$ cat config.mk
export PLATFORM = sky130hd
export DESIGN_NAME = register_file
export DESIGN_NICKNAME = d
export VERILOG_FILES = /design/src/cpu_pkg.sv /design/src/register_file.sv
export VERILOG_INCLUDE_DIRS = /design/src
export SDC_FILE = /design/constraint.sdc
export NUM_CORES = 1
export LEC_CHECK = 0
export CORE_ASPECT_RATIO = 0.5
export CORE_MARGIN = 2
export CORE_UTILIZATION = 51
export CTS_BUF_LIST = sky130_fd_sc_hd__clkbuf_8
export DETAILED_ROUTE_END_ITERATION = 16
export DONT_BUFFER_PORTS = 1
export GPL_ROUTABILITY_DRIVEN = 0
export MAX_ROUTING_LAYER = met4
export PLACE_DENSITY_LB_ADDON = 0.05
export SYNTH_ARGS = -nofsm -noshare
export SYNTH_HDL_FRONTEND = slang
export SYNTH_SLANG_ARGS = --single-unit
export TNS_END_PERCENT = 100
$ cat constraint.sdc
create_clock -name clk -period 1.3 [get_ports clk]
set_clock_uncertainty 0.2 [all_clocks]
set_input_delay 0.195 -clock clk [delete_from_list [all_inputs] [get_ports clk]]
set_output_delay 0.195 -clock clk [all_outputs]
set_load 0.01 [all_outputs]
$ cat src/cpu_cfg.svh
`ifndef CPU_CFG_SVH
`define CPU_CFG_SVH

// --------------------
// data path sizes
// data and byte address share one width
`define DATA_W      8
`define INSTR_W     32
`define REG_COUNT   8
`define REG_AW      3

// --------------------
// memory sizes
`define IMEM_DEPTH  256
`define DMEM_DEPTH  32
`define DMEM_AW     5

// parallel input and output share one byte address
`define IO_ADDR     8'hFF

// --------------------
// opcodes, bits 31:26
`define OP_RTYPE    6'h00
`define OP_ADDI     6'h08
`define OP_LW       6'h23
`define OP_SW       6'h2B
`define OP_BEQ      6'h04
`define OP_J        6'h02

// funct codes for r-type, bits 5:0
`define FN_ADD      6'h20
`define FN_SUB      6'h22
`define FN_AND      6'h24
`define FN_OR       6'h25
`define FN_SLT      6'h2A

`endif

$ cat src/cpu_pkg.sv
`include "cpu_cfg.svh"

package cpu_pkg;

    // --------------------
    // plain vector types

    // data, alu results, pc and immediates
    typedef logic [`DATA_W-1:0] data_t;

    // one instruction word
    typedef logic [`INSTR_W-1:0] instr_t;

    // register index
    // only the low bits of the mips fields are used
    typedef logic [`REG_AW-1:0] reg_addr_t;

    // instruction fields
    typedef logic [5:0] opcode_t;
    typedef logic [5:0] funct_t;

    // --------------------
    // alu operations

    // encoding as in the classic mips alu control
    typedef enum logic [2:0] {
        ALU_AND = 3'b000,
        ALU_OR  = 3'b001,
        ALU_ADD = 3'b010,
        ALU_SUB = 3'b110,
        ALU_SLT = 3'b111
    } alu_op_t;

endpackage

$ cat src/register_file.sv
`timescale 1ns/10ps
`include "cpu_cfg.svh"

module register_file (
    input  logic                clk,
    input  logic                rst,
    input  logic                we,
    input  logic                run,
    input  cpu_pkg::reg_addr_t  ra1,
    input  cpu_pkg::reg_addr_t  ra2,
    input  cpu_pkg::reg_addr_t  wa,
    input  cpu_pkg::data_t      wd,
    output cpu_pkg::data_t      rd1,
    output cpu_pkg::data_t      rd2
);
    import cpu_pkg::*;

    // register array
    data_t regs [`REG_COUNT];

    // qualified write
    logic wr_en;

    // register 0 is never written
    assign wr_en = we && run && (wa != '0);

    // --------------------
    // write port
    always_ff @(posedge clk) begin
        if (rst) begin
            for (int i = 0; i < `REG_COUNT; i++) begin
                regs[i] <= '0;
            end
        end else if (wr_en) begin
            regs[wa] <= wd;
        end
    end

    // --------------------
    // read ports
    // combinational reads with register 0 forced to zero
    assign rd1 = (ra1 == '0) ? '0 : regs[ra1];
    assign rd2 = (ra2 == '0) ? '0 : regs[ra2];

    // a qualified write never stores an unknown value
    a_write_defined : assert property (
        @(posedge clk) disable iff (rst)
        wr_en |-> !$isunknown(wd)
    );

endmodule

# Yosys cells after proc, flatten, opt, wreduce, memory -nomap -nowiden
# Memory sizes are Yosys's and may differ from the RTL's.
# Cells that the tools add are included.
[totals]
register_bits = 0
latchBits = 0
mem_bits_rw = 64
mem_bits_ro = 0
inputBits = 21
output_inout_bits = 16
n_memories = 1
[op_classes]
n_addsub = 0
mul = 0
div_mod_pow = 0
magnitude_cmp = 0
n_eq_ne = 0
shifts = 0
n_mux = 10
n_bitwise = 0
n_reduce_logical = 6
[mem_list]
columns = ["memory", "depth", "word_bits", "rd", "rd_clocked_by_memory_dff", "wr", "line", "source"]
rows = [
  ["regs", 8, 8, 2, 0, 8, "register_file.sv:19", "data_t regs [`REG_COUNT];"],
]
[op_table]
columns = ["operator", "n"]
rows = [
  ["$mux W8", 3],
  ["$reduce_or A8 Y1", 1],
  ["$logic_not A3 Y1", 2],
  ["$mux W1", 6],
  ["$mux W3", 1],
  ["$reduce_bool A3 Y1", 1],
  ["$logic_and A1 B1 Y1", 2],
]

# Logic depth before layout (Yosys ltp)
[depth]
ltp_word = 7
mapped_depth = 6
depth_no_buf = 3

# Least setup slack after synthesis
# No wires, ideal clock.
[synth_path]
kind = "input to output"
start = "in ra1[0]"
end = "out rd1[0]"
t_arrival_ps = 1083
path_slack_ps = -178
stages = 5
n_path_buf = 3
path_cell_list = "buf_6 buf_12 buf_12 mux2i_1 a221oi_1"
[synth_via]
elab_chain_len = 2
word_cells_on_any_way = 3
cone_classes = "mux (1); reduce/logical (1); memory (1)"
[synth_lines]
columns = ["element", "line", "source"]
rows = [
  ["start, declared", "register_file.sv:9", "input cpu_pkg::reg_addr_t ra1,"],
  ["$mem_v2 Z8 W8 / $logic_not A3 Y1 (equally long branches)", "--", ""],
  ["$mux W8 *", "register_file.sv:42", "assign rd1 = (ra1 == '0) ? '0 : regs[ra1];"],
  ["end, declared", "register_file.sv:13", "output cpu_pkg::data_t rd1,"],
]
# Every way passes the cells marked *; elsewhere a longest branch is shown, timed or not.

==> results_dict.tcl <==
set metrics [dict create \
    rsz0062_at_grt "yes" \
    cts_tree "yes" \
    worstSetupPathType "reg -> out" \
    track_usage_pct 26.0 \
    wl_met1_mm 3.93 \
    violations "setup timing" \
    critPathRequiredTime_ps 900 \
    setup_viol 23 \
    post_synth.cell_area_avg_um2 13.3 \
    io_buffers 0 \
    coreArea_um2 6110 \
    min_from "rst" \
    die_x_um 117 \
    endpoint_kind "primary output" \
    slew_violations 0 \
    path_buf_inv 0 \
    io_pins 37 \
    finalHoldViolCount 0 \
    nNetsFinal 292 \
    via_per_inst 5.93 \
    largest_reg_flops 56 \
    hold_path_class "in -> reg" \
    clk_path_buf_depth 2 \
    preCtsSetupSlack_ps -214 \
    status "complete, but fails checks" \
    reg_top3 "regs (56)" \
    maxUsedRoutingLayer "met4" \
    area_growth_pct 22.3 \
    routed_wl_mm 8.19 \
    antenna_found_initial 0 \
    syn_inst 244 \
    fmaxAchievable_ghz 0.552 \
    start_util_pct 53.2 \
    critPathMaxFanout 2 \
    grt_pass1_wl_mm 12.7 \
    firstDrtPassIters 4 \
    yosysSeqAreaShare_pct 51.7 \
    utilization_pct 65.1 \
    fin_crit_sh_pct 139 \
    drv_cap 0 \
    vdd_drop_max_v 0.000650 \
    min_period_ps 1810 \
    cts.reportedPaths.clkPinSlew_ps 100 \
    drtIter0Drc 188 \
    cpLargestDelayFamily "flip-flops" \
    critPathLaunchType "flip-flop" \
    synth_seq_cells 56 \
    die_area_um2 7070 \
    setup_ws_ps -511 \
    htree_levels 2 \
    grt_pass1_vias 2127 \
    syn-cell-area_um2 3250 \
    crit_start "regs[1][4]$_SDFFCE_PN0P_" \
    post_route_cells_drive_above_1_share_pct 36.8 \
    synthesis.nets 265 \
    hpwl_mm 5.79 \
    met3_length_um 699 \
    diodes 0 \
    fp.dieH_um 60.5 \
    cp_cell_sequence "mux2_4 > a221oi_4 > a311oi_2" \
    drc_errors 0 \
    grt_overflow 0 \
    largest-register "regs" \
    ant_nets 0 \
    root_buffer "clkbuf_8" \
    relSlewSlack_pct 73.2 \
    p_per_area_nw_per_um2 939 \
    cts_sinks 56 \
    finalPower_w 0.00373 \
    leakagePower_nw 1.43 \
    wire_per_inst_um 22.7 \
    vias 2134 \
    grt_max_degree 34 \
    dr_wl_met2_mm 3.51 \
    fill_cells 466 \
    arrival_ps 1420 \
    worst_pin_slew_ps 402 \
    synth_warnings 0 \
    synth_cell_types 29 \
    slowest_delay_ps 420 \
    placementRows 20 \
    numCtsBuffers 5 \
    worst_path_max_delay_cell "edfxtp_1" \
]
## where the power goes
group          internal (W)  switching (W)  leakage, nW
Clock              0.000378       0.000566       0.0460
Combinational      0.000326       0.000310        0.848
Sequential          0.00209      0.0000641        0.534
Total               0.00279       0.000940         1.43
## timing repair
action / in CTS / in global routing
endpoints found under the hold margin: 88 / 0
pin swaps: 4 / 3
endpoints found under the setup margin: 16 / 16
gates resized for setup: 19 / 2
buffers inserted: 0 / 1
hold buffers: 9 / 0
## cells by family after synthesis
| family | Yosys count | share of synthesized area, % |
|---|---|---|
| flops | 56 | 51.7 |
| mux | 40 | 13.5 |
| compound gates | 41 | 11.7 |
| simple gates | 89 | 18.1 |
| buf+inv | 18 | 4.96 |
## cells in the mapped netlist
cell       number  share of area (%)
buf_6           3                1.0
mux2_2         11                3.8
mux2i_1        24                7.4
a31oi_1         1               0.19
a21oi_1         1               0.15
inv_1           1               0.12
nand4bb_4       1               0.85
a311oi_1        8                2.2
nand2b_1        3               0.58
and2b_4         1               0.31
edfxtp_1       56                 52
nor2_2          2               0.38
clkbuf_2        1               0.15
nor3_2          1               0.31
a22o_1          1               0.27
a211oi_1        8                1.8
buf_2           5               0.77
buf_4           4               0.92
a221oi_1       16                4.3
a221oi_2        6                2.8
nor2_1          4               0.46
nor2b_1        10                1.9
clkbuf_1        1               0.12
nand2_1         2               0.23
buf_12          3                1.8
mux2_4          5                2.3
or2_2           7                1.3
and2_1         57                 11
nand4b_4        1               0.73
## per-stage QoR
stage | hold slack, ps | area, µm² | std cells | setup TNS (ps)
finish | 0.374 | 3980 | 360 | -7530
global route | 11.5 | 3980 | 360 | -8210
CTS | 10.4 | 3950 | 359 | -7560
detailed placement | 197 | 3610 | 342 | -5800
global placement | 194 | 3610 | 342 | -4790
floorplan | 193 | 3510 | 244 | -2000
## cells in the final DEF, fill, tap and decap left out
cell type / Yosys / routed
a211oi_1: 8 / 8
a21oi_2: 0 / 1
a221oi_2: 6 / 8
a221oi_4: 0 / 14
a22o_1: 1 / 1
a311oi_2: 0 / 8
a31oi_1: 1 / 1
and2_1: 57 / 56
and2_4: 0 / 1
and2b_4: 1 / 1
buf_4: 4 / 28
clkbuf_8: 0 / 5
clkinv_1: 0 / 1
clkinv_2: 0 / 1
dlygate4sd3_1: 0 / 9
edfxtp_1: 56 / 56
inv_1: 1 / 1
inv_6: 0 / 1
mux2_2: 11 / 4
mux2_4: 5 / 12
mux2i_1: 24 / 24
nand2_1: 2 / 2
nand2b_1: 3 / 3
nand4b_4: 1 / 1
nand4bb_4: 1 / 1
nor2_2: 2 / 3
nor2_4: 0 / 3
nor2b_1: 10 / 10
nor3_4: 0 / 1
or2_2: 7 / 1
or2_4: 0 / 6
## metal layers
| metal | track usage, % | vias to the layer above |
|---|---|---|
| met3 | 5.89 | 7 |
| met5 | - | - |
| met2 | 35.6 | 74 |
| met1 | 39.6 | 1056 |
| met4 | 4.87 | 0 |
| li1 | - | 997 |
## worst paths after layout
path	to	slack (ps)	cells past startpoint
worst max-delay path	rd2[4]	-510	3
worst min-delay path	regs[1][2]$_SDFFCE_PN0P_	0.4	1
## final cells by class
class | count | area (µm²) | share of cell area (%)
clock inverters | 3 | 17.5 | 0.441
well taps | 88 | 110 | 2.77
repair buffers | 37 | 300 | 7.55
multi-input cells | 170 | 1790 | 45.1
flip-flops and latches | 56 | 1680 | 42.3
inverters | 1 | 3.75 | 0.0944
clock buffers | 5 | 68.8 | 1.73
(Power assumes the default switching activity.)
