File: src/cpu_cfg.svh
`ifndef CPU_CFG_SVH
`define CPU_CFG_SVH

// --------------------
// data path sizes
// data and byte address share one width
`define DATA_W      8
`define INSTR_W     32
`define REG_COUNT   8
`define REG_AW      3

// --------------------
// memory sizes
`define IMEM_DEPTH  256
`define DMEM_DEPTH  32
`define DMEM_AW     5

// parallel input and output share one byte address
`define IO_ADDR     8'hFF

// --------------------
// opcodes, bits 31:26
`define OP_RTYPE    6'h00
`define OP_ADDI     6'h08
`define OP_LW       6'h23
`define OP_SW       6'h2B
`define OP_BEQ      6'h04
`define OP_J        6'h02

// funct codes for r-type, bits 5:0
`define FN_ADD      6'h20
`define FN_SUB      6'h22
`define FN_AND      6'h24
`define FN_OR       6'h25
`define FN_SLT      6'h2A

`endif

File: src/cpu_pkg.sv
`include "cpu_cfg.svh"

package cpu_pkg;

    // --------------------
    // plain vector types

    // data, alu results, pc and immediates
    typedef logic [`DATA_W-1:0] data_t;

    // one instruction word
    typedef logic [`INSTR_W-1:0] instr_t;

    // register index
    // only the low bits of the mips fields are used
    typedef logic [`REG_AW-1:0] reg_addr_t;

    // instruction fields
    typedef logic [5:0] opcode_t;
    typedef logic [5:0] funct_t;

    // --------------------
    // alu operations

    // encoding as in the classic mips alu control
    typedef enum logic [2:0] {
        ALU_AND = 3'b000,
        ALU_OR  = 3'b001,
        ALU_ADD = 3'b010,
        ALU_SUB = 3'b110,
        ALU_SLT = 3'b111
    } alu_op_t;

endpackage

File: src/control_unit.sv
`timescale 1ns/10ps
`include "cpu_cfg.svh"

module control_unit (
    input  cpu_pkg::opcode_t  opcode,
    input  cpu_pkg::funct_t   funct,
    output logic              reg_write,
    output logic              reg_dst,
    output logic              alu_src,
    output logic              branch,
    output logic              jump,
    output logic              mem_write,
    output logic              mem_to_reg,
    output cpu_pkg::alu_op_t  alu_op
);
    import cpu_pkg::*;

    // r-type operation from the alu decoder
    alu_op_t rtype_op;
    // funct is one of the five known codes
    logic    rtype_ok;

    // --------------------
    // alu decoder
    always_comb begin
        rtype_ok = 1'b1;
        case (funct)
            `FN_ADD: rtype_op = ALU_ADD;
            `FN_SUB: rtype_op = ALU_SUB;
            `FN_AND: rtype_op = ALU_AND;
            `FN_OR:  rtype_op = ALU_OR;
            `FN_SLT: rtype_op = ALU_SLT;
            default: begin
                rtype_op = ALU_AND;
                rtype_ok = 1'b0;
            end
        endcase
    end

    // --------------------
    // main decoder
    always_comb begin
        // everything inactive unless an opcode matches
        reg_write  = 1'b0;
        reg_dst    = 1'b0;
        alu_src    = 1'b0;
        branch     = 1'b0;
        jump       = 1'b0;
        mem_write  = 1'b0;
        mem_to_reg = 1'b0;
        alu_op     = ALU_AND;
        case (opcode)
            `OP_RTYPE: begin
                // unknown funct writes nothing
                reg_write = rtype_ok;
                reg_dst   = 1'b1;
                alu_op    = rtype_op;
            end
            `OP_ADDI: begin
                reg_write = 1'b1;
                alu_src   = 1'b1;
                alu_op    = ALU_ADD;
            end
            `OP_LW: begin
                reg_write  = 1'b1;
                alu_src    = 1'b1;
                mem_to_reg = 1'b1;
                alu_op     = ALU_ADD;
            end
            `OP_SW: begin
                alu_src   = 1'b1;
                mem_write = 1'b1;
                alu_op    = ALU_ADD;
            end
            // compare by subtraction, zero flag decides
            `OP_BEQ: begin
                branch = 1'b1;
                alu_op = ALU_SUB;
            end
            `OP_J: begin
                jump = 1'b1;
            end
            default: begin
                reg_write = 1'b0;
            end
        endcase
    end

endmodule

File: config.mk
export PLATFORM = sky130hd
export DESIGN_NAME = control_unit
export DESIGN_NICKNAME = d
export VERILOG_FILES = /design/src/cpu_pkg.sv /design/src/control_unit.sv
export VERILOG_INCLUDE_DIRS = /design/src
export SDC_FILE = /design/constraint.sdc
export NUM_CORES = 1
export LEC_CHECK = 0
export ABC_CLOCK_PERIOD_IN_PS = 800
export BUFFER_PORTS_ARGS = -buffer_cell sky130_fd_sc_hd__buf_2
export CAP_MARGIN = 25
export CORE_AREA = 5 5 42 44
export DETAILED_ROUTE_END_ITERATION = 8
export DIE_AREA = 0 0 47 49
export GPL_ROUTABILITY_DRIVEN = 0
export GPL_TIMING_DRIVEN = 0
export SLEW_MARGIN = 30
export SYNTH_ARGS = -nofsm -noshare
export SYNTH_HDL_FRONTEND = slang
export SYNTH_SLANG_ARGS = --single-unit
File: constraint.sdc
create_clock -name vclk -period 0.8
set_input_delay 0.04 -clock vclk [all_inputs]
set_output_delay 0.04 -clock vclk [all_outputs]
set_load 0.02 [all_outputs]
After elaboration in Yosys (flattened, before gate mapping)
Index checks and enable logic that the tools add are counted.
- logic and storage cells: 24
- output and inout bits: 10
- latch bits: 0
- ROM bits: 0
- memories kept: 0
- input bits: 12
- memory bits (writable): 0
- flip-flop bits (word level): 0
- bitwise logic cells: 0
- add/sub/neg operators: 0
- mux-type cells: 10
- multipliers: 0
- div/mod/pow operators: 0
- shift-type cells: 0
- reduce and logical (&&, ||, !) cells: 4
- magnitude comparators: 0
- equality and inequality tests: 10
- operator list (cell ; number):
    == test 6 bit, second input constant ; 7
    case mux 3 bit (4 select lines) ; 1
    case mux 3 bit (3 select lines) ; 1
    two-way mux 1 bit ; 7
    == test 6 x 2 -> 1 bit, second input constant ; 1
    == test 6 x 3 -> 1 bit, second input constant ; 1
    == test 6 x 4 -> 1 bit, second input constant ; 1
    logical NOT 6 bit ; 1
    OR reduction 5 bit ; 1
    OR reduction 3 bit ; 1
    case mux 1 bit (2 select lines) ; 1
    OR reduction 2 bit ; 1

Depth between registers and ports, before layout
Gate-level depths: netlist (run 1).
- depth after elaboration: 4
- depth in mapped cells: 3
- depth with buffers taken out: 3

Worst setup path after synthesis (run 1)
No wires, ideal clock.
- kind: input to output
- start: in opcode[4]
- end: out jump
- data arrival time: 793 ps
- setup slack: -33 ps
- stages: 3
- buffers on the path: 0
- required time: 760 ps
- cells stage by stage: nor2_4 -> nand2_1 -> nor3b_1
- cells in the longest elaborated chain, start to end: 2
- RTL lines (what ; line ; RTL):
    start: declaration ; control_unit.sv:5 ; input cpu_pkg::opcode_t opcode,
    == test 6 x 2 -> 1 bit ; control_unit.sv:52 ; case (opcode)
    two-way mux 1 bit ; control_unit.sv:52 ;
    end: declaration ; control_unit.sv:11 ; output logic jump,
Every way passes these cells.

Worst setup path after layout (run 1)
- start: in opcode[5]
- end: out alu_op[1]
- cells in the longest elaborated chain, start to end: 3
- elaborated cells on any way between the ends: 7
- those cells by class: eq/ne (4); mux (1); reduce/logical (2)
- RTL lines (what ; line ; RTL):
    == test 6 bit or == test 6 x 4 -> 1 bit (tied branches) ; control_unit.sv:52 ;
    OR reduction 3 bit (no line) ; -- ;
    case mux 3 bit (3 select lines) * ; control_unit.sv:52 ;
    end: declaration ; control_unit.sv:14 ; output cpu_pkg::alu_op_t alu_op
Mark *: on every way between the ends. The rest lies on a longest branch, timed or not.

==> impl_metrics.tcl, run 1 <==
set metrics [dict create \
    status "complete, but fails checks" \
    violations "setup timing" \
    grtUsageTotal_pct 6.88 \
    placed_cells 69 \
    hold_viol_final 0 \
    ant_nets 0 \
    crit_chain "buf_8, nor4b_4, o21ai_2, o211ai_2, buf_6" \
    regArea_sq_um 0 \
    grt_antenna_before_repair 0 \
    total_power_mw 0.181 \
    design_area_sq_um 495 \
    fin_tns_setup_ps -18.2 \
    utilization_pct 35.4 \
    pre_cts_ws_ps -130 \
    floorplan.die.height_microns 49 \
    dp_hpwl_microns 599 \
    grt_pass1_wl_microns 1310 \
    yosysUniqueCellTypes 18 \
    area_delta_synth_final_pct 149 \
    syn_area_per_cell_sq_um 6.42 \
    max_freq_mhz 1230 \
    grt_pass1_vias 307 \
    hp-class "input pin to primary output" \
    slew_headroom_pct 84.1 \
    critPathKind "input pin to primary output" \
    antennaDiodeCount 0 \
    seq_cells 0 \
    viasPerCell 4.50 \
    worstMarginPinSlew_ps 238 \
    ys_warn_count 0 \
    arrival_ps 770 \
    vdd_drop_max_v 0.000143 \
    drive_above_1_share_pct 66.7 \
    finalCritPeriodShare_pct 102 \
    cpPeakStageDelay_ps 300 \
    initial_core_util_pct 14.2 \
    leakage_nw 0.236 \
    fin_hold_ws_ps 355 \
    rsz0062_at_grt "yes" \
    drt-total-wl_microns 783 \
    cp_top_family "simple AND/OR/NAND/NOR gates" \
    dieWidth_microns 47 \
    crit_required_ps 760 \
    placedInstanceArea_sq_um 334 \
    max-cap-violations 0 \
    synthesis.area_sq_um 199 \
    ctsHoldBuffers 0 \
    syn-num-nets 43 \
    syn_inst 31 \
    rows 14 \
    path_max_fanout 4 \
    period_needed_ps 815 \
    endpoint_kind "primary output" \
    drt-wirelength-per-cell_microns 11.2 \
    grt_max_degree 7 \
    synth_seq_area_share_pct 0 \
    overflow 0 \
    drt_iter0_drc 0 \
    vias 315 \
    fin_nets 68 \
    cp_slowest_cell "nor4b_4" \
    p_per_area_nw_per_um2 365 \
    coreArea_sq_um 1400 \
    clockBufferCount 0 \
    report.final.slew_viol_count 0 \
    drtPass1Iterations 1 \
    path_buf_inv 2 \
    fin_cells 70 \
    crit_path_start_kind "input pin" \
    port_buffers 22 \
    final.setup.worst_slack_ps -14.6 \
    drc 0 \
    io_pins 22 \
    setup_viol 2 \
    fp.dieArea_sq_um 2300 \
]
==> layer usage <==
metal	track usage [%]	vias to the layer above	part of all wire, %
li1	-	165	-
met1	8.26	139	32
met2	12.9	11	59
met3	1.11	0	8.9
met4	0	0	0
met5	0	-	0
==> area by class of cell <==
cell class                 count  area [sq um]
fill                         155           906
inverter                       2          7.51
multi-input combinational     29           256
tap                           16          20.0
timing repair buffer          23           211
==> cells in the mapped netlist, types with 2 or more instances <==
| cell | count | share of area, % |
|---|---|---|
| o21ai_1 | 5 | 13 |
| nor2b_1 | 2 | 6.3 |
| inv_1 | 2 | 3.8 |
| and3_1 | 2 | 6.3 |
| nand2_1 | 4 | 7.5 |
| nor2_1 | 4 | 7.5 |
==> placed cells by master, fill, tap and decap left out, types with 2 or more instances in the layout <==
cell type / count
and3_1: 2
buf_4: 7
inv_1: 2
buf_8: 2
buf_6: 7
o21ai_2: 3
nand2_1: 4
buf_2: 6
nor2_1: 3
nor2_4: 3
o21ai_1: 2
==> report_power, final <==
part / switching, mW / internal (mW)
sequential: 0 / 0
clock: 0 / 0
combinational: 0.0833 / 0.0977
total: 0.0833 / 0.0977
==> path summary, 6_finish.rpt <==
check  startpoint         end  slack (ps)  cells after the start
min     opcode[3]  mem_to_reg         350                      3
max     opcode[5]   alu_op[1]         -10                      5
==> tightest hold or removal path: stages <==
cell and delay, ps:
buf_8 90, nor2_1 40, buf_4 140
==> timing repair <==
action | CTS | global route
gates resized for setup | 18 | 24
gates cloned | 0 | 0
buffers inserted | 1 | 0
endpoints found under the setup margin | 7 | 10
pin swaps | 7 | 7
==> cells by family (layout without fill, tap and decap cells) <==
| kind of cell | count (synthesis) | count (layout) | share of synthesized area (%) |
|---|---|---|---|
| buffers and inverters | 2 | 25 | 3.77 |
| AO/OA/AOI/OAI | 7 | 7 | 22.0 |
| AND/OR/NAND/NOR | 22 | 22 | 74.2 |
No activity file was read; power rests on OpenSTA's default activity.
==> run 2, diff against run 1 <==
ABC_CLOCK_PERIOD_IN_PS = 900   (was 800)
clock period = 0.9 ns   (was 0.8 ns; I/O delays follow)
==> run 2 against run 1 <==
Effect of this change:
- the run now ends clean
- global-route usage down 1.1 points
- combinational power decreased by 23%
- routed wire length is 3.1% lower
- cell area shrank 13%
- count of clock-buffer cells in the layout unchanged
- hold slack better by 34 ps
- first-iteration DRC count grew 7
- worst setup slack better by 49 ps
- power shrank 23%
- critical path depth stayed put
- flip-flop and latch count stayed put
- die area is the same
- critical endpoint is now jump
==> impl_metrics.tcl, run 2 (synthesized netlist as in run 1, its figures left out) <==
set metrics [dict create \
    crit_end "jump" \
    fin_tns_setup_ps 0 \
    period_needed_ps 865 \
    hold_viol_final 0 \
    leakage_nw 0.217 \
    fin_nets 69 \
    grt_pass1_vias 287 \
    drt-total-wl_microns 759 \
    floorplan.die.height_microns 49 \
    coreArea_sq_um 1400 \
    max-cap-violations 0 \
    report.final.slew_viol_count 0 \
    clockBufferCount 0 \
    most-common-layout-cells "14 x buf_2, 7 x buf_4, 4 x nand2_1, 3 x nor2_4, 3 x o21ai_1" \
    p_per_area_nw_per_um2 325 \
    rsz0062_at_grt "yes" \
    layout_commonest_cell "buf_2" \
    drtPass1Iterations 4 \
    crit_path_start_kind "input pin" \
    slew_headroom_pct 81.7 \
    finalCritPeriodShare_pct 96.2 \
    worstMarginPinSlew_ps 274 \
    endpoint_kind "primary output" \
    port_buffers 22 \
    overflow 0 \
    area_delta_synth_final_pct 116 \
    pre_cts_ws_ps -29.5 \
    status "finished clean" \
    worstSetupStartpoint "opcode[2]" \
    cpPeakStageDelay_ps 190 \
    grt_antenna_before_repair 0 \
    placed_cells 69 \
    arrival_ps 820 \
    dieWidth_microns 47 \
    seq_cells 0 \
    initial_core_util_pct 14.2 \
    grtUsageTotal_pct 5.75 \
    fin_cells 71 \
    fillCellCount 163 \
    drc 0 \
    ant_nets 0 \
    ctsHoldBuffers 0 \
    drive_above_1_share_pct 63.6 \
    regArea_sq_um 0 \
    vias 322 \
    vdd_drop_max_v 0.000115 \
    io_pins 22 \
    setup_viol 0 \
    grt_pass1_wl_microns 1100 \
    final.setup.worst_slack_ps 34.6 \
    critPathKind "input pin to primary output" \
    drt_iter0_drc 7 \
    max_freq_mhz 1160 \
    antennaDiodeCount 0 \
    rows 14 \
    path_max_fanout 5 \
    crit_required_ps 850 \
    cp_slowest_cell "nor2_4" \
    fp.dieArea_sq_um 2300 \
    grt_max_degree 7 \
    crit_chain "buf_2, nor2_4, nand2_1, nor3b_2, buf_4" \
    dp_hpwl_microns 606 \
    drt-wirelength-per-cell_microns 10.7 \
    hp-class "input pin to primary output" \
    viasPerCell 4.54 \
]
run 2: cell types whose count changed in the layout (fill, tap and decap cells not counted), sizes merged:
cell / delta
buf: +1
run 2: what timing repair did:
action,CTS,global route
hold endpoints to repair,0,0
resized for setup,1,24
setup buffers,0,2
endpoints found under the setup margin,3,8
pin swaps,1,5
run 2: final cells by class:
| cell class | instances | area, sq um | area share [%] |
|---|---|---|---|
| Inverter | 2 | 7.51 | 1.75 |
| Multi-Input combinational cell | 29 | 241 | 56.3 |
| Tap cell | 16 | 20.0 | 4.66 |
| Timing Repair Buffer | 24 | 160 | 37.3 |
run 2: metal layers:
layer	share of wire (%)	GRT usage, %
met2	53	10.4
met3	9.6	0.738
met5	0	0
met4	0	0
met1	37	7.39
run 2: worst min-delay path by stage:
stage / startpoint / end / slack, ps / cells past startpoint
global placement: opcode[3] / mem_to_reg / 400 / 3
finish: opcode[1] / reg_dst / 390 / 3
CTS: opcode[3] / mem_to_reg / 420 / 3
global route: opcode[1] / reg_dst / 400 / 3
floorplan: opcode[3] / mem_to_reg / 170 / 1
detailed placement: opcode[3] / mem_to_reg / 410 / 3
run 2: report_power, final:
part	total [mW]	internal, mW	switching, mW
clock	0	0	0
combinational	0.139	0.0664	0.0730
sequential	0	0	0
run 2: through the flow:
step	hold slack, ps	power [mW]	cell area (sq um)	utilization, %
floorplan	170	0.0465	199	-
global placement	403	0.0966	329	23.5
detailed placement	410	0.0996	329	23.5
CTS	417	0.104	338	24.1
global route	403	0.151	429	30.6
finish	389	0.139	429	30.6
run 2: worst max-delay path, delay by kind of cell:
kind	cells	cell delay, ps
buf+inv	2	280
simple gates	3	490
