<file path="src/cpu_cfg.svh">
`ifndef CPU_CFG_SVH
`define CPU_CFG_SVH

// --------------------
// data path sizes
// data and byte address share one width
`define DATA_W      8
`define INSTR_W     32
`define REG_COUNT   8
`define REG_AW      3

// --------------------
// memory sizes
`define IMEM_DEPTH  256
`define DMEM_DEPTH  32
`define DMEM_AW     5

// parallel input and output share one byte address
`define IO_ADDR     8'hFF

// --------------------
// opcodes, bits 31:26
`define OP_RTYPE    6'h00
`define OP_ADDI     6'h08
`define OP_LW       6'h23
`define OP_SW       6'h2B
`define OP_BEQ      6'h04
`define OP_J        6'h02

// funct codes for r-type, bits 5:0
`define FN_ADD      6'h20
`define FN_SUB      6'h22
`define FN_AND      6'h24
`define FN_OR       6'h25
`define FN_SLT      6'h2A

`endif

</file>
<file path="src/cpu_pkg.sv">
`include "cpu_cfg.svh"

package cpu_pkg;

    // --------------------
    // plain vector types

    // data, alu results, pc and immediates
    typedef logic [`DATA_W-1:0] data_t;

    // one instruction word
    typedef logic [`INSTR_W-1:0] instr_t;

    // register index
    // only the low bits of the mips fields are used
    typedef logic [`REG_AW-1:0] reg_addr_t;

    // instruction fields
    typedef logic [5:0] opcode_t;
    typedef logic [5:0] funct_t;

    // --------------------
    // alu operations

    // encoding as in the classic mips alu control
    typedef enum logic [2:0] {
        ALU_AND = 3'b000,
        ALU_OR  = 3'b001,
        ALU_ADD = 3'b010,
        ALU_SUB = 3'b110,
        ALU_SLT = 3'b111
    } alu_op_t;

endpackage

</file>
<file path="src/alu.sv">
`timescale 1ns/10ps
`include "cpu_cfg.svh"

module alu (
    input  cpu_pkg::data_t    a,
    input  cpu_pkg::data_t    b,
    input  cpu_pkg::alu_op_t  op,
    output cpu_pkg::data_t    result,
    output logic              zero
);
    import cpu_pkg::*;

    // signed view for slt
    logic a_lt_b;

    assign a_lt_b = $signed(a) < $signed(b);

    // --------------------
    // operation select
    // add and sub wrap modulo 256
    always_comb begin
        case (op)
            ALU_AND: result = a & b;
            ALU_OR:  result = a | b;
            ALU_ADD: result = a + b;
            ALU_SUB: result = a - b;
            ALU_SLT: result = {{(`DATA_W-1){1'b0}}, a_lt_b};
            default: result = '0;
        endcase
    end

    // zero flag
    // beq uses it after a subtract
    assign zero = (result == '0);

endmodule

</file>
<file path="config.mk">
export PLATFORM = sky130hd
export DESIGN_NAME = alu
export DESIGN_NICKNAME = d
export VERILOG_FILES = /design/src/cpu_pkg.sv /design/src/alu.sv
export VERILOG_INCLUDE_DIRS = /design/src
export SDC_FILE = /design/constraint.sdc
export NUM_CORES = 1
export LEC_CHECK = 0
export BUFFER_PORTS_ARGS = -buffer_cell sky130_fd_sc_hd__clkbuf_2
export CORE_UTILIZATION = 34
export DETAILED_ROUTE_END_ITERATION = 10
export PLACE_DENSITY = 0.65
export SYNTH_ARGS = -nofsm -noshare
export SYNTH_HDL_FRONTEND = slang
export SYNTH_SLANG_ARGS = --single-unit
</file>
<file path="constraint.sdc">
create_clock -name vclk -period 3.5
set_input_delay 0.7 -clock vclk [all_inputs]
set_output_delay 0.7 -clock vclk [all_outputs]
set_load 0.01 [all_outputs]
</file>
==> After elaboration in Yosys (flattened, before gate mapping) <==
Cells that the tools add are included.
{ "word_totals": {"in_bits": 19, "elab_cells": 12, "output_inout_bits": 9, "register_bits": 0} }
{ "classes": {"mux": 1, "eq_ne": 4, "n_reduce_logical": 2, "bitwise_logic": 2, "n_lt_le_gt_ge": 1, "n_addsub": 2} }
{ "op_table": {"columns": ["cell", "n"], "rows": [
  ["$pmux W8 S5", 1],
  ["$add A8 B8 Y8", 1],
  ["$and A8 B8 Y8", 1],
  ["$logic_not A8 Y1", 1],
  ["$lt A8 B8 Y1", 1],
  ["$or A8 B8 Y8", 1],
  ["$sub A8 B8 Y8", 1],
  ["$eq A3 B3 Y1 const B", 2],
  ["$eq A3 B1 Y1 const B", 1],
  ["$eq A3 B2 Y1 const B", 1],
  ["$logic_not A3 Y1", 1]
]} }

==> Logic depth before layout (Yosys ltp) <==
Gate-level depths: netlist of run 1.
{ "logic_depth": {"word_depth": 3, "depth_mapped": 9, "ltp_nobuf": 9} }

==> Least setup slack after synthesis of run 1 <==
OpenSTA, ideal clock, no wires.
{ "synth_timing": {"path_kind": "input -> output", "start": "input a[0]", "end": "output zero", "path_buffers": 0, "t_arrival_ns": 2.837, "setup_slack_ns": -0.037, "cell_stages": 8, "path_cell_list": "ha_1 > fa_1 > a211oi_1 > nor4b_1 > o21ai_0 > o211ai_1 > or4_1 > nor4b_2"} }
{ "synth_via": {"elab_chain_cells": 3} }
{ "synth_lines": {"columns": ["element", "line", "rtl"], "rows": [
  ["start: declaration", "alu.sv:5", "input cpu_pkg::data_t a,"],
  ["$sub A8 B8 Y8 / $add A8 B8 Y8 (equally long branches)", "alu.sv:26, alu.sv:25", null],
  ["$pmux W8 S5 *", "alu.sv:22", "case (op)"],
  ["net result[6]", "alu.sv:8", "output cpu_pkg::data_t result,"],
  ["$logic_not A8 Y1 *", "alu.sv:34", "assign zero = (result == '0);"],
  ["end: declaration", "alu.sv:9", "output logic zero"]
]} }
The timed path passes the listed nets; every way through them passes the cells marked *.

==> Worst setup path in the final report of run 1 <==
{ "layout_timing": {"start": "input a[0]", "end": "output zero"} }
{ "layout_via": {"elab_chain_cells": 3} }
{ "layout_lines": {"columns": ["element", "line", "rtl"], "rows": [
  ["$sub A8 B8 Y8, or another cell as far along", "alu.sv:26", "ALU_SUB: result = a - b;"],
  ["$pmux W8 S5 *", "alu.sv:22", null],
  ["$logic_not A8 Y1 *", "alu.sv:34", null]
]} }
Mark *: on every way between the ends. The rest lies on a longest branch, timed or not.

==> impl_results.md, run 1 <==
- Vias: ~1,400
- Critical path's largest stage delay: approximately 0.55 ns
- Setup WS post-layout: -0.169 ns
- Global-route wire length before repair: about 5100 µm
- Hold-fix buffers, CTS: 0
- Peak Freq: 273 MHz
- Crit Path Max Fanout: 2
- Die area: 0.00385 mm²
- Setup crit end: zero
- Violations in the final reports: setup timing
- Layout cells sized above 1: slightly below 50%
- Dpl hpwl: 2640 µm
- CP Launch Type: input pin
- Final wirelength: 3510 µm
- Initial antenna violation count: 0
- Cell Pwr Density: roughly 150 mW/mm²
- Core footprint: about 0.0034 mm²
- First drt pass iteration count: 4
- Clock share of power: 0%
- IO buf count: 28
- Detailed Route Iter0 Violations: 56
- Clock buffers: 0
- Comb power frac: 100.0%
- Slew Viols, Final: 0
- Static leakage: around 0.90 nW
- Sequential cells: 0
- Synthesized area: between 0.001 and 0.0015 mm²
- Mapped Nets: between 200 and 250
- Largest net degree at the start of global routing: 20
- Worst slack, placed: -0.285 ns
- Slowest CP cell: or4_4
- Critical path type: input pin to primary output
- Unrepaired setup endpoints after global routing: yes
- Switching Share: ~49%
- CP Launch Point: a[0]
- Final Hold Fails: 0
- Cell Chain, Critical Path: buf_8 > inv_4 > ha_4 > fa_2 > nor2_4 > nor4_4 > nor4_2 > o31ai_2 > or4_4 > nor4b_4 > buf_2
- Synth Area per Inst: 7.81 µm²
- Seq/Total Area, Yosys: 0%
- Routed WL per cell: about 13 µm
- ANT nets after route: 0
- Max-slew headroom: around 72%
- Vias in the first global route: approximately 1,200
- Max IR drop VDD: between 0.04 and 0.05 mV
- Multi-input logic area: about 0.0012 mm²
- WP data required: approximately 2.8 ns
- Sw Pwr: between 0.1 and 0.15 mW
- Reg area: 0 µm²
- Die Height: about 62 µm
- Worst EP arrival: just under 3 ns
- Sequential Power Share: 0%
- Number of core rows: 21
- Commonest cells after routing, fill and taps aside: buf_4, clkbuf_2, ha_1
- Period minus WS final: 3.67 ns
- Max cap viols: 0
- Fill cell count: 303
- Yosys warnings: 0
- Final net count: 270
- Io pins: 28
- Vias per Instance: roughly 5.2
- Crit share post-route: 105%
- Worst setup EP type: primary output
- Area growth, synth to finish: 51.2%
- Die X: between 60 and 70 µm
- Gr usage total: 17.4%
- Cells after Synth: between 150 and 200
- Placed cells: approximately 260
- Library cells used by synthesis: 55
- Final cell count without fillers: roughly 270
- Slew @ Worst Pin: 0.412 ns
- Initial Util: roughly 36%
- Commonest non-fill, non-tap cell in the layout: buf_4
- Hold crit path type: input pin to primary output
- RD Place Congestion: between 0.8 and 0.9
- Internal Power: between 0.1 and 0.15 mW
- Status: finished, violations left
- Number of remaining DRC errors: 0
- Setup violators final: 1
- Ant diodes: 0
- Global route total overflow: 0
-- through the flow --
step                hold slack, ns  setup TNS [ns]  utilization [%]  area (µm²)  power, mW
floorplan                     1.66               0                -        1240      0.145
global placement              1.95          -0.215             48.4        1640      0.231
detailed placement            1.96          -0.285             48.4        1640      0.233
CTS                           1.96          -0.206             50.4        1710      0.249
global route                  2.00          -0.279             54.7        1850      0.306
finish                        1.98          -0.169             54.7        1850      0.281
-- power groups by stage --
| stage | clock network (mW) | registers [mW] | logic, mW |
|---|---|---|---|
| 2_1_floorplan | 0 | 0 | 0.145 |
| 5_1_grt | 0 | 0 | 0.306 |
| 3_5_place_dp | 0 | 0 | 0.233 |
| 3_3_place_gp | 0 | 0 | 0.231 |
| 6_report | 0 | 0 | 0.281 |
| 4_1_cts | 0 | 0 | 0.249 |
-- worst max-delay path, delay by kind of cell --
family	cells	cell delay, ns
and+or+nand+nor	5	1.33
AOI/OAI and AO/OA	1	0.14
adders and majority gates	2	0.51
buffers and inverters	3	0.27
-- per-layer routing --
metal | vias up | global-route usage [%] | share of wire (%)
met5 | - | 0 | 0
met4 | 0 | 2.22 | 1.2
met3 | 7 | 0.621 | 6.3
met2 | 53 | 29.5 | 48
met1 | 642 | 24.9 | 45
li1 | 699 | - | -
-- cell families after synthesis --
logic type | after synthesis | share of synthesized area, %
adders and majority gates | 28 | 29.8
xor gates and xnor gates | 4 | 2.86
buffers and inverters | 28 | 11.6
AOI/OAI and AO/OA | 46 | 26.3
muxes | 1 | 0.816
and+or+nand+nor | 50 | 28.6
-- how the worst min path moves through the flow --
stage | startpoint | endpoint | cells after the start
2_1_floorplan | op[2] | result[5] | 2
3_3_place_gp | op[1] | result[0] | 4
3_5_place_dp | op[1] | result[0] | 4
4_1_cts | op[1] | result[0] | 4
5_1_grt | op[1] | result[0] | 4
6_report | op[1] | result[0] | 4
-- cell usage after synthesis, types with 2 or more instances --
master    number  area, µm²
ha_1          26        325
inv_1         20       75.1
nor2_1        11       41.3
a21oi_1        8       40.0
o21ai_0        7       35.0
a211oi_1       6       45.0
nand2b_1       5       31.3
o211ai_1       5       37.5
nor3_1         4       20.0
xnor2_1        4       35.0
nand2_1        3       11.3
nor2b_1        3       18.8
o31ai_1        3       22.5
buf_2          2       10.0
buf_6          2       22.5
fa_1           2       40.0
nand3b_1       2       15.0
nor3b_1        2       15.0
nor4_1         2       12.5
nor4b_1        2       17.5
o31a_1         2       17.5
or2_2          2       12.5
or3b_1         2       17.5
-- layout make-up --
type               count  area share (%)
repair buffers        71            26.3
multi-input cells    129            66.2
well taps             46            3.10
inverters             21            4.39
-- what timing repair did --
action | in CTS | in global routing
pin swaps | 3 | 15
hold endpoints to repair | 0 | 0
gates resized for setup | 6 | 32
setup buffers | 5 | 3
setup endpoints to repair | 1 | 2
Note: power is estimated with default switching activity, not from simulation.
==> run 2: changes to the inputs <==
--- a/config.mk
+++ b/config.mk
@@ -6,10 +6,11 @@
 export SDC_FILE = /design/constraint.sdc
 export NUM_CORES = 1
 export LEC_CHECK = 0
+export ABC_AREA = 1
 export BUFFER_PORTS_ARGS = -buffer_cell sky130_fd_sc_hd__clkbuf_2
 export CORE_UTILIZATION = 34
 export DETAILED_ROUTE_END_ITERATION = 10
-export PLACE_DENSITY = 0.65
+export PLACE_DENSITY = 0.64
 export SYNTH_ARGS = -nofsm -noshare
 export SYNTH_HDL_FRONTEND = slang
 export SYNTH_SLANG_ARGS = --single-unit
==> run 2 against run 1 <==
The run now ends clean. Synthesized cell count is 39% higher. Worst setup slack better by 0.47 ns. Non-clock buffer count decreased by 43. Maximum frequency increased by 15%. Via count down 3.6%. Critical path depth grew 2. Final area fell by 21%. Core utilization is 14 points lower. Sequential share of layout area is the same. Global-route usage is 1.8 points lower. First-iteration DRC count down 25%. Critical path type unchanged.
==> impl_results.md, run 2 <==
- Status: finished, final reports clean
- Die Height: around 64 µm
- Die X: 63.7 µm
- First drt pass iteration count: 4
- Synthesized area: 0.00129 mm²
- Initial Util: 35.3%
- Max-slew headroom: between 70% and 80%
- WP data required: between 2 and 3 ns
- Clock buffers: 0
- Slew Viols, Final: 0
- Synth top area share: 25.2%
- Critical path's largest stage delay: about 0.43 ns
- Ant diodes: 0
- CP Launch Type: input pin
- Crit Path Max Fanout: 3
- Layout cells sized above 1: 24.5%
- Post-CTS Setup Repair Bufs: 0
- Worst slack, placed: about 0.31 ns
- Gr usage total: between 10% and 20%
- Vias in the first global route: between 1,000 and 1,500
- Final cell area excluding filler cells: ~0.0015 mm²
- Largest net degree at the start of global routing: 11
- Count leader, synth: nand2_1
- Die area: 0.00405 mm²
- Core footprint: about 0.0037 mm²
- Dpl hpwl: about 2600 µm
- Seq/Total Area, Yosys: 0%
- Core Util, Final: between 40% and 50%
- Final Hold Fails: 0
- Commonest non-fill, non-tap cell in the layout: nand2_1
- Placed cells: between 200 and 300
- Unrepaired setup endpoints after global routing: no
- ANT nets after route: 0
- Period minus WS final: around 3.2 ns
- Placement Cell Area: between 0.001 and 0.0015 mm²
- RD Place Congestion: 0.880
- Synth top area cells: ha_1, nand2_1, inv_1
- Cells after Synth: about 220
- Setup TNS: 0 ns
- CP top delay family: simple AND/OR/NAND/NOR gates
- Vias per Instance: ~4.6
- Hold crit path type: input pin to primary output
- Io pins: 28
- Yosys warnings: 0
- Static leakage: 0.902 nW
- Commonest cells after routing, fill and taps aside: nand2_1, inv_1, clkbuf_2
- Max IR drop VDD: 0.0555 mV
- Number of core rows: 22
- Cts repair resizes: 0
- Area growth, synth to finish: 14.0%
- Setup WS post-layout: 0.303 ns
- Top cells by count, synth: nand2_1, inv_1, ha_1
- Hold-fix buffers, CTS: 0
- Reg area: 0 µm²
- Library cells used by synthesis: 27
- Final net count: approximately 300
- Routed WL per cell: between 10 and 15 µm
- Largest area contributor in the netlist: ha_1
- Hold Path Depth: 4
- Initial antenna violation count: 0
- Cell Pwr Density: ~140 mW/mm²
- Detailed Route Iter0 Violations: 42
- Sequential cells: 0
- Cell Chain, Critical Path: clkbuf_2 > inv_1 > ha_1 > fa_1 > or2_2 > nand3_1 > nand4_2 > nor2_1 > nand2_1 > nor2_1 > nand2_1 > nor2_2 > clkbuf_2
- Global-route wire length before repair: roughly 5200 µm
- Peak Freq: between 300 and 400 MHz
- End of the worst hold path: result[2]
- Synth Area per Inst: a little under 6 µm²
- Worst EP arrival: roughly 2.5 ns
- Worst setup EP type: primary output
- Setup violators final: 0
- Max cap viols: 0
- Final cell count without fillers: a little under 300
- WP buf/inv: 3
- Global route total overflow: 0
- Mapped Nets: 266
- Critical path type: input pin to primary output
- Crit share post-route: about nine tenths
- Slowest CP cell: fa_1
- Vias: between 1,000 and 1,500
- IO buf count: 28
- Final wirelength: around 3000 µm
- Slew @ Worst Pin: approximately 0.42 ns
- Hold_sp: op[0]
- Number of remaining DRC errors: 0
run 2: cell count changes in the layout (fill, tap and decap cells not counted), sizes merged, moves of 6 or more:
cell / previous run / this run
a211oi: 6 / 0
nor2: 12 / 19
buf: 47 / 0
nand4: 0 / 6
inv: 21 / 51
nand3: 0 / 30
nand2: 3 / 59
run 2: cell families (layout without fill, tap and decap cells):
family,count (synthesis),in the layout,synth area share [%]
buffers and inverters,53,79,16.3
adders and majority gates,28,28,28.3
and+or+nand+nor,121,121,47.4
AOI/OAI and AO/OA,17,17,8.04
run 2: final cells by class:
type / instances / area, µm²
multi-input combinational: 166 / 1080
inverter: 51 / 191
tap: 48 / 60.1
timing repair buffer: 28 / 140
fill: 414 / 2190
run 2: routing by layer:
metal | routed length, µm | vias up | track usage [%]
met3 | 101 | 0 | 0.181
met2 | 1350 | 29 | 27.3
met1 | 1560 | 581 | 22.3
met4 | 0 | 0 | 0
met5 | 0 | - | 0
li1 | - | 740 | -
run 2: report_power, final:
group / internal (mW) / switching, mW / leakage [nW]
combinational: 0.0755 / 0.126 / 0.902
sequential: 0 / 0 / 0
clock: 0 / 0 / 0
total: 0.0755 / 0.126 / 0.902
run 2: worst max-delay path by stage:
stage / start / endpoint / slack, ns / cells after the start
floorplan: a[0] / zero / 0.53 / 11
global placement: a[0] / zero / 0.32 / 13
detailed placement: a[0] / zero / 0.31 / 13
CTS: a[0] / zero / 0.30 / 13
global route: a[0] / zero / 0.15 / 13
finish: a[0] / zero / 0.30 / 13
run 2: through the flow:
step / hold slack [ns] / power (mW)
detailed placement: 1.92 / 0.202
CTS: 1.93 / 0.203
floorplan: 1.61 / 0.146
finish: 1.92 / 0.202
global placement: 1.91 / 0.201
global route: 1.96 / 0.231
==> run 3: changes to the inputs <==
--- a/config.mk
+++ b/config.mk
@@ -8,6 +8,7 @@
 export LEC_CHECK = 0
 export ABC_AREA = 1
 export BUFFER_PORTS_ARGS = -buffer_cell sky130_fd_sc_hd__clkbuf_2
+export CORE_ASPECT_RATIO = 0.5
 export CORE_UTILIZATION = 34
 export DETAILED_ROUTE_END_ITERATION = 10
 export PLACE_DENSITY = 0.64
==> run 3 against run 2 <==
Final area rose by 0.26%. Clock-buffer cell count unchanged. Critical path type unchanged. Worst setup slack got worse by 0.042 ns. Largest cell class unchanged. Wire length up 7.0%.
==> impl_results.md, run 3 (synthesized netlist as in run 2, its figures left out) <==
- Status: finished, final reports clean
- Ant diodes: 0
- Initial Util: 36.6%
- Sequential cells: 0
- Die X: around 89 µm
- Slew Viols, Final: 0
- RD Place Congestion: around 0.90
- Routed WL per cell: between 10 and 15 µm
- Dpl hpwl: 2780 µm
- Final wirelength: approximately 3200 µm
- WP data required: 2.80 ns
- Crit Path Max Fanout: 3
- IO buf count: 28
- Commonest cells after routing, fill and taps aside: nand2_1, inv_1, clkbuf_2
- Max cap viols: 0
- First drt pass iteration count: 4
- Core Util, Final: a little over two fifths
- Max-slew headroom: a little under three quarters
- CP Launch Type: input pin
- Detailed Route Iter0 Violations: 67
- Core footprint: 0.00353 mm²
- Final Hold Fails: 0
- Worst setup EP type: primary output
- Cts repair resizes: 0
- Slowest CP cell: fa_1
- Worst EP arrival: between 2 and 3 ns
- Unrepaired setup endpoints after global routing: no
- Vias in the first global route: approximately 1,200
- Hold crit path type: input pin to primary output
- Final net count: around 300
- Global-route wire length before repair: 5400 µm
- Post-CTS Setup Repair Bufs: 0
- Area growth, synth to finish: 14.3%
- Layout cells sized above 1: between 20% and 30%
- Vias: 1,384
- Setup violators final: 0
- Slew @ Worst Pin: between 0.4 and 0.5 ns
- Period minus WS final: between 3 and 4 ns
- Critical path type: input pin to primary output
- Hold_sp: op[0]
- Die area: approximately 0.0041 mm²
- Max IR drop VDD: slightly above 0.03 mV
- Initial antenna violation count: 0
- End of the worst hold path: result[2]
- Hold Path Depth: 4
- Io pins: 28
- Reg area: 0 µm²
- Static leakage: roughly 0.90 nW
- Critical path's largest stage delay: 0.41 ns
- Setup TNS: 0 ns
- ANT nets after route: 0
- Peak Freq: 309 MHz
- Crit share post-route: approximately 93%
- Cell Pwr Density: 138 mW/mm²
- Largest net degree at the start of global routing: 11
- Gr usage total: 17.1%
- Clock buffers: 0
- Hold-fix buffers, CTS: 0
- WP buf/inv: 3
- Global route total overflow: 0
- Die Height: ~46 µm
- Multi-input logic area: 0.00108 mm²
- Number of core rows: 15
- Vias per Instance: between 4 and 5
- Cell Chain, Critical Path: clkbuf_2 > inv_1 > ha_1 > fa_1 > or2_2 > nand3_1 > nand4_2 > nor2_1 > nand2_1 > nor2_1 > nand2_1 > nor2_2 > clkbuf_2
- Number of remaining DRC errors: 0
- CP top delay family: simple AND/OR/NAND/NOR gates
- Fill cell count: about 420
- Commonest non-fill, non-tap cell in the layout: nand2_1
## run 3: cell counts in the layout (fill, tap and decap cells not counted)
No cell type changed its count.
## run 3: worst max-delay path by stage
stage,from,to,cells past startpoint,slack (ns)
after floorplan,a[0],zero,11,0.53
after detailed placement,a[0],zero,13,0.27
after CTS,a[0],zero,13,0.26
after global routing,a[0],zero,12,0.08
final,a[0],zero,13,0.26
after global placement,a[0],zero,13,0.29
## run 3: layout make-up
type	instances	area share (%)
repair buffers	28	9.48
inverters	51	13.0
multi-input cells	166	73.2
well taps	51	4.32
## run 3: metal layers
metal	track usage [%]	part of all wire, %	up-vias
met2	29.8	45	42
met1	24.8	49	605
met3	0.543	6.2	2
met4	1.27	0.59	0
met5	0	0	-
li1	-	-	735
## run 3: report_power, final
part	internal, mW	leakage [nW]	switching (mW)
Combinational	0.0756	0.902	0.128
Clock	0	0	0
Sequential	0	0	0
Total	0.0756	0.902	0.128
## run 3: metrics by stage
| step | setup WS, ns | hold WS (ns) | power (mW) | instances | instance area (µm²) |
|---|---|---|---|---|---|
| detailed placement | 0.269 | 1.92 | 0.203 | 296 | 1480 |
| global placement | 0.295 | 1.91 | 0.198 | 296 | 1480 |
| global route | 0.0795 | 1.96 | 0.232 | 296 | 1480 |
| finish | 0.260 | 1.92 | 0.204 | 296 | 1480 |
| floorplan | 0.532 | 1.61 | 0.146 | 219 | 1290 |
| CTS | 0.262 | 1.92 | 0.204 | 296 | 1480 |
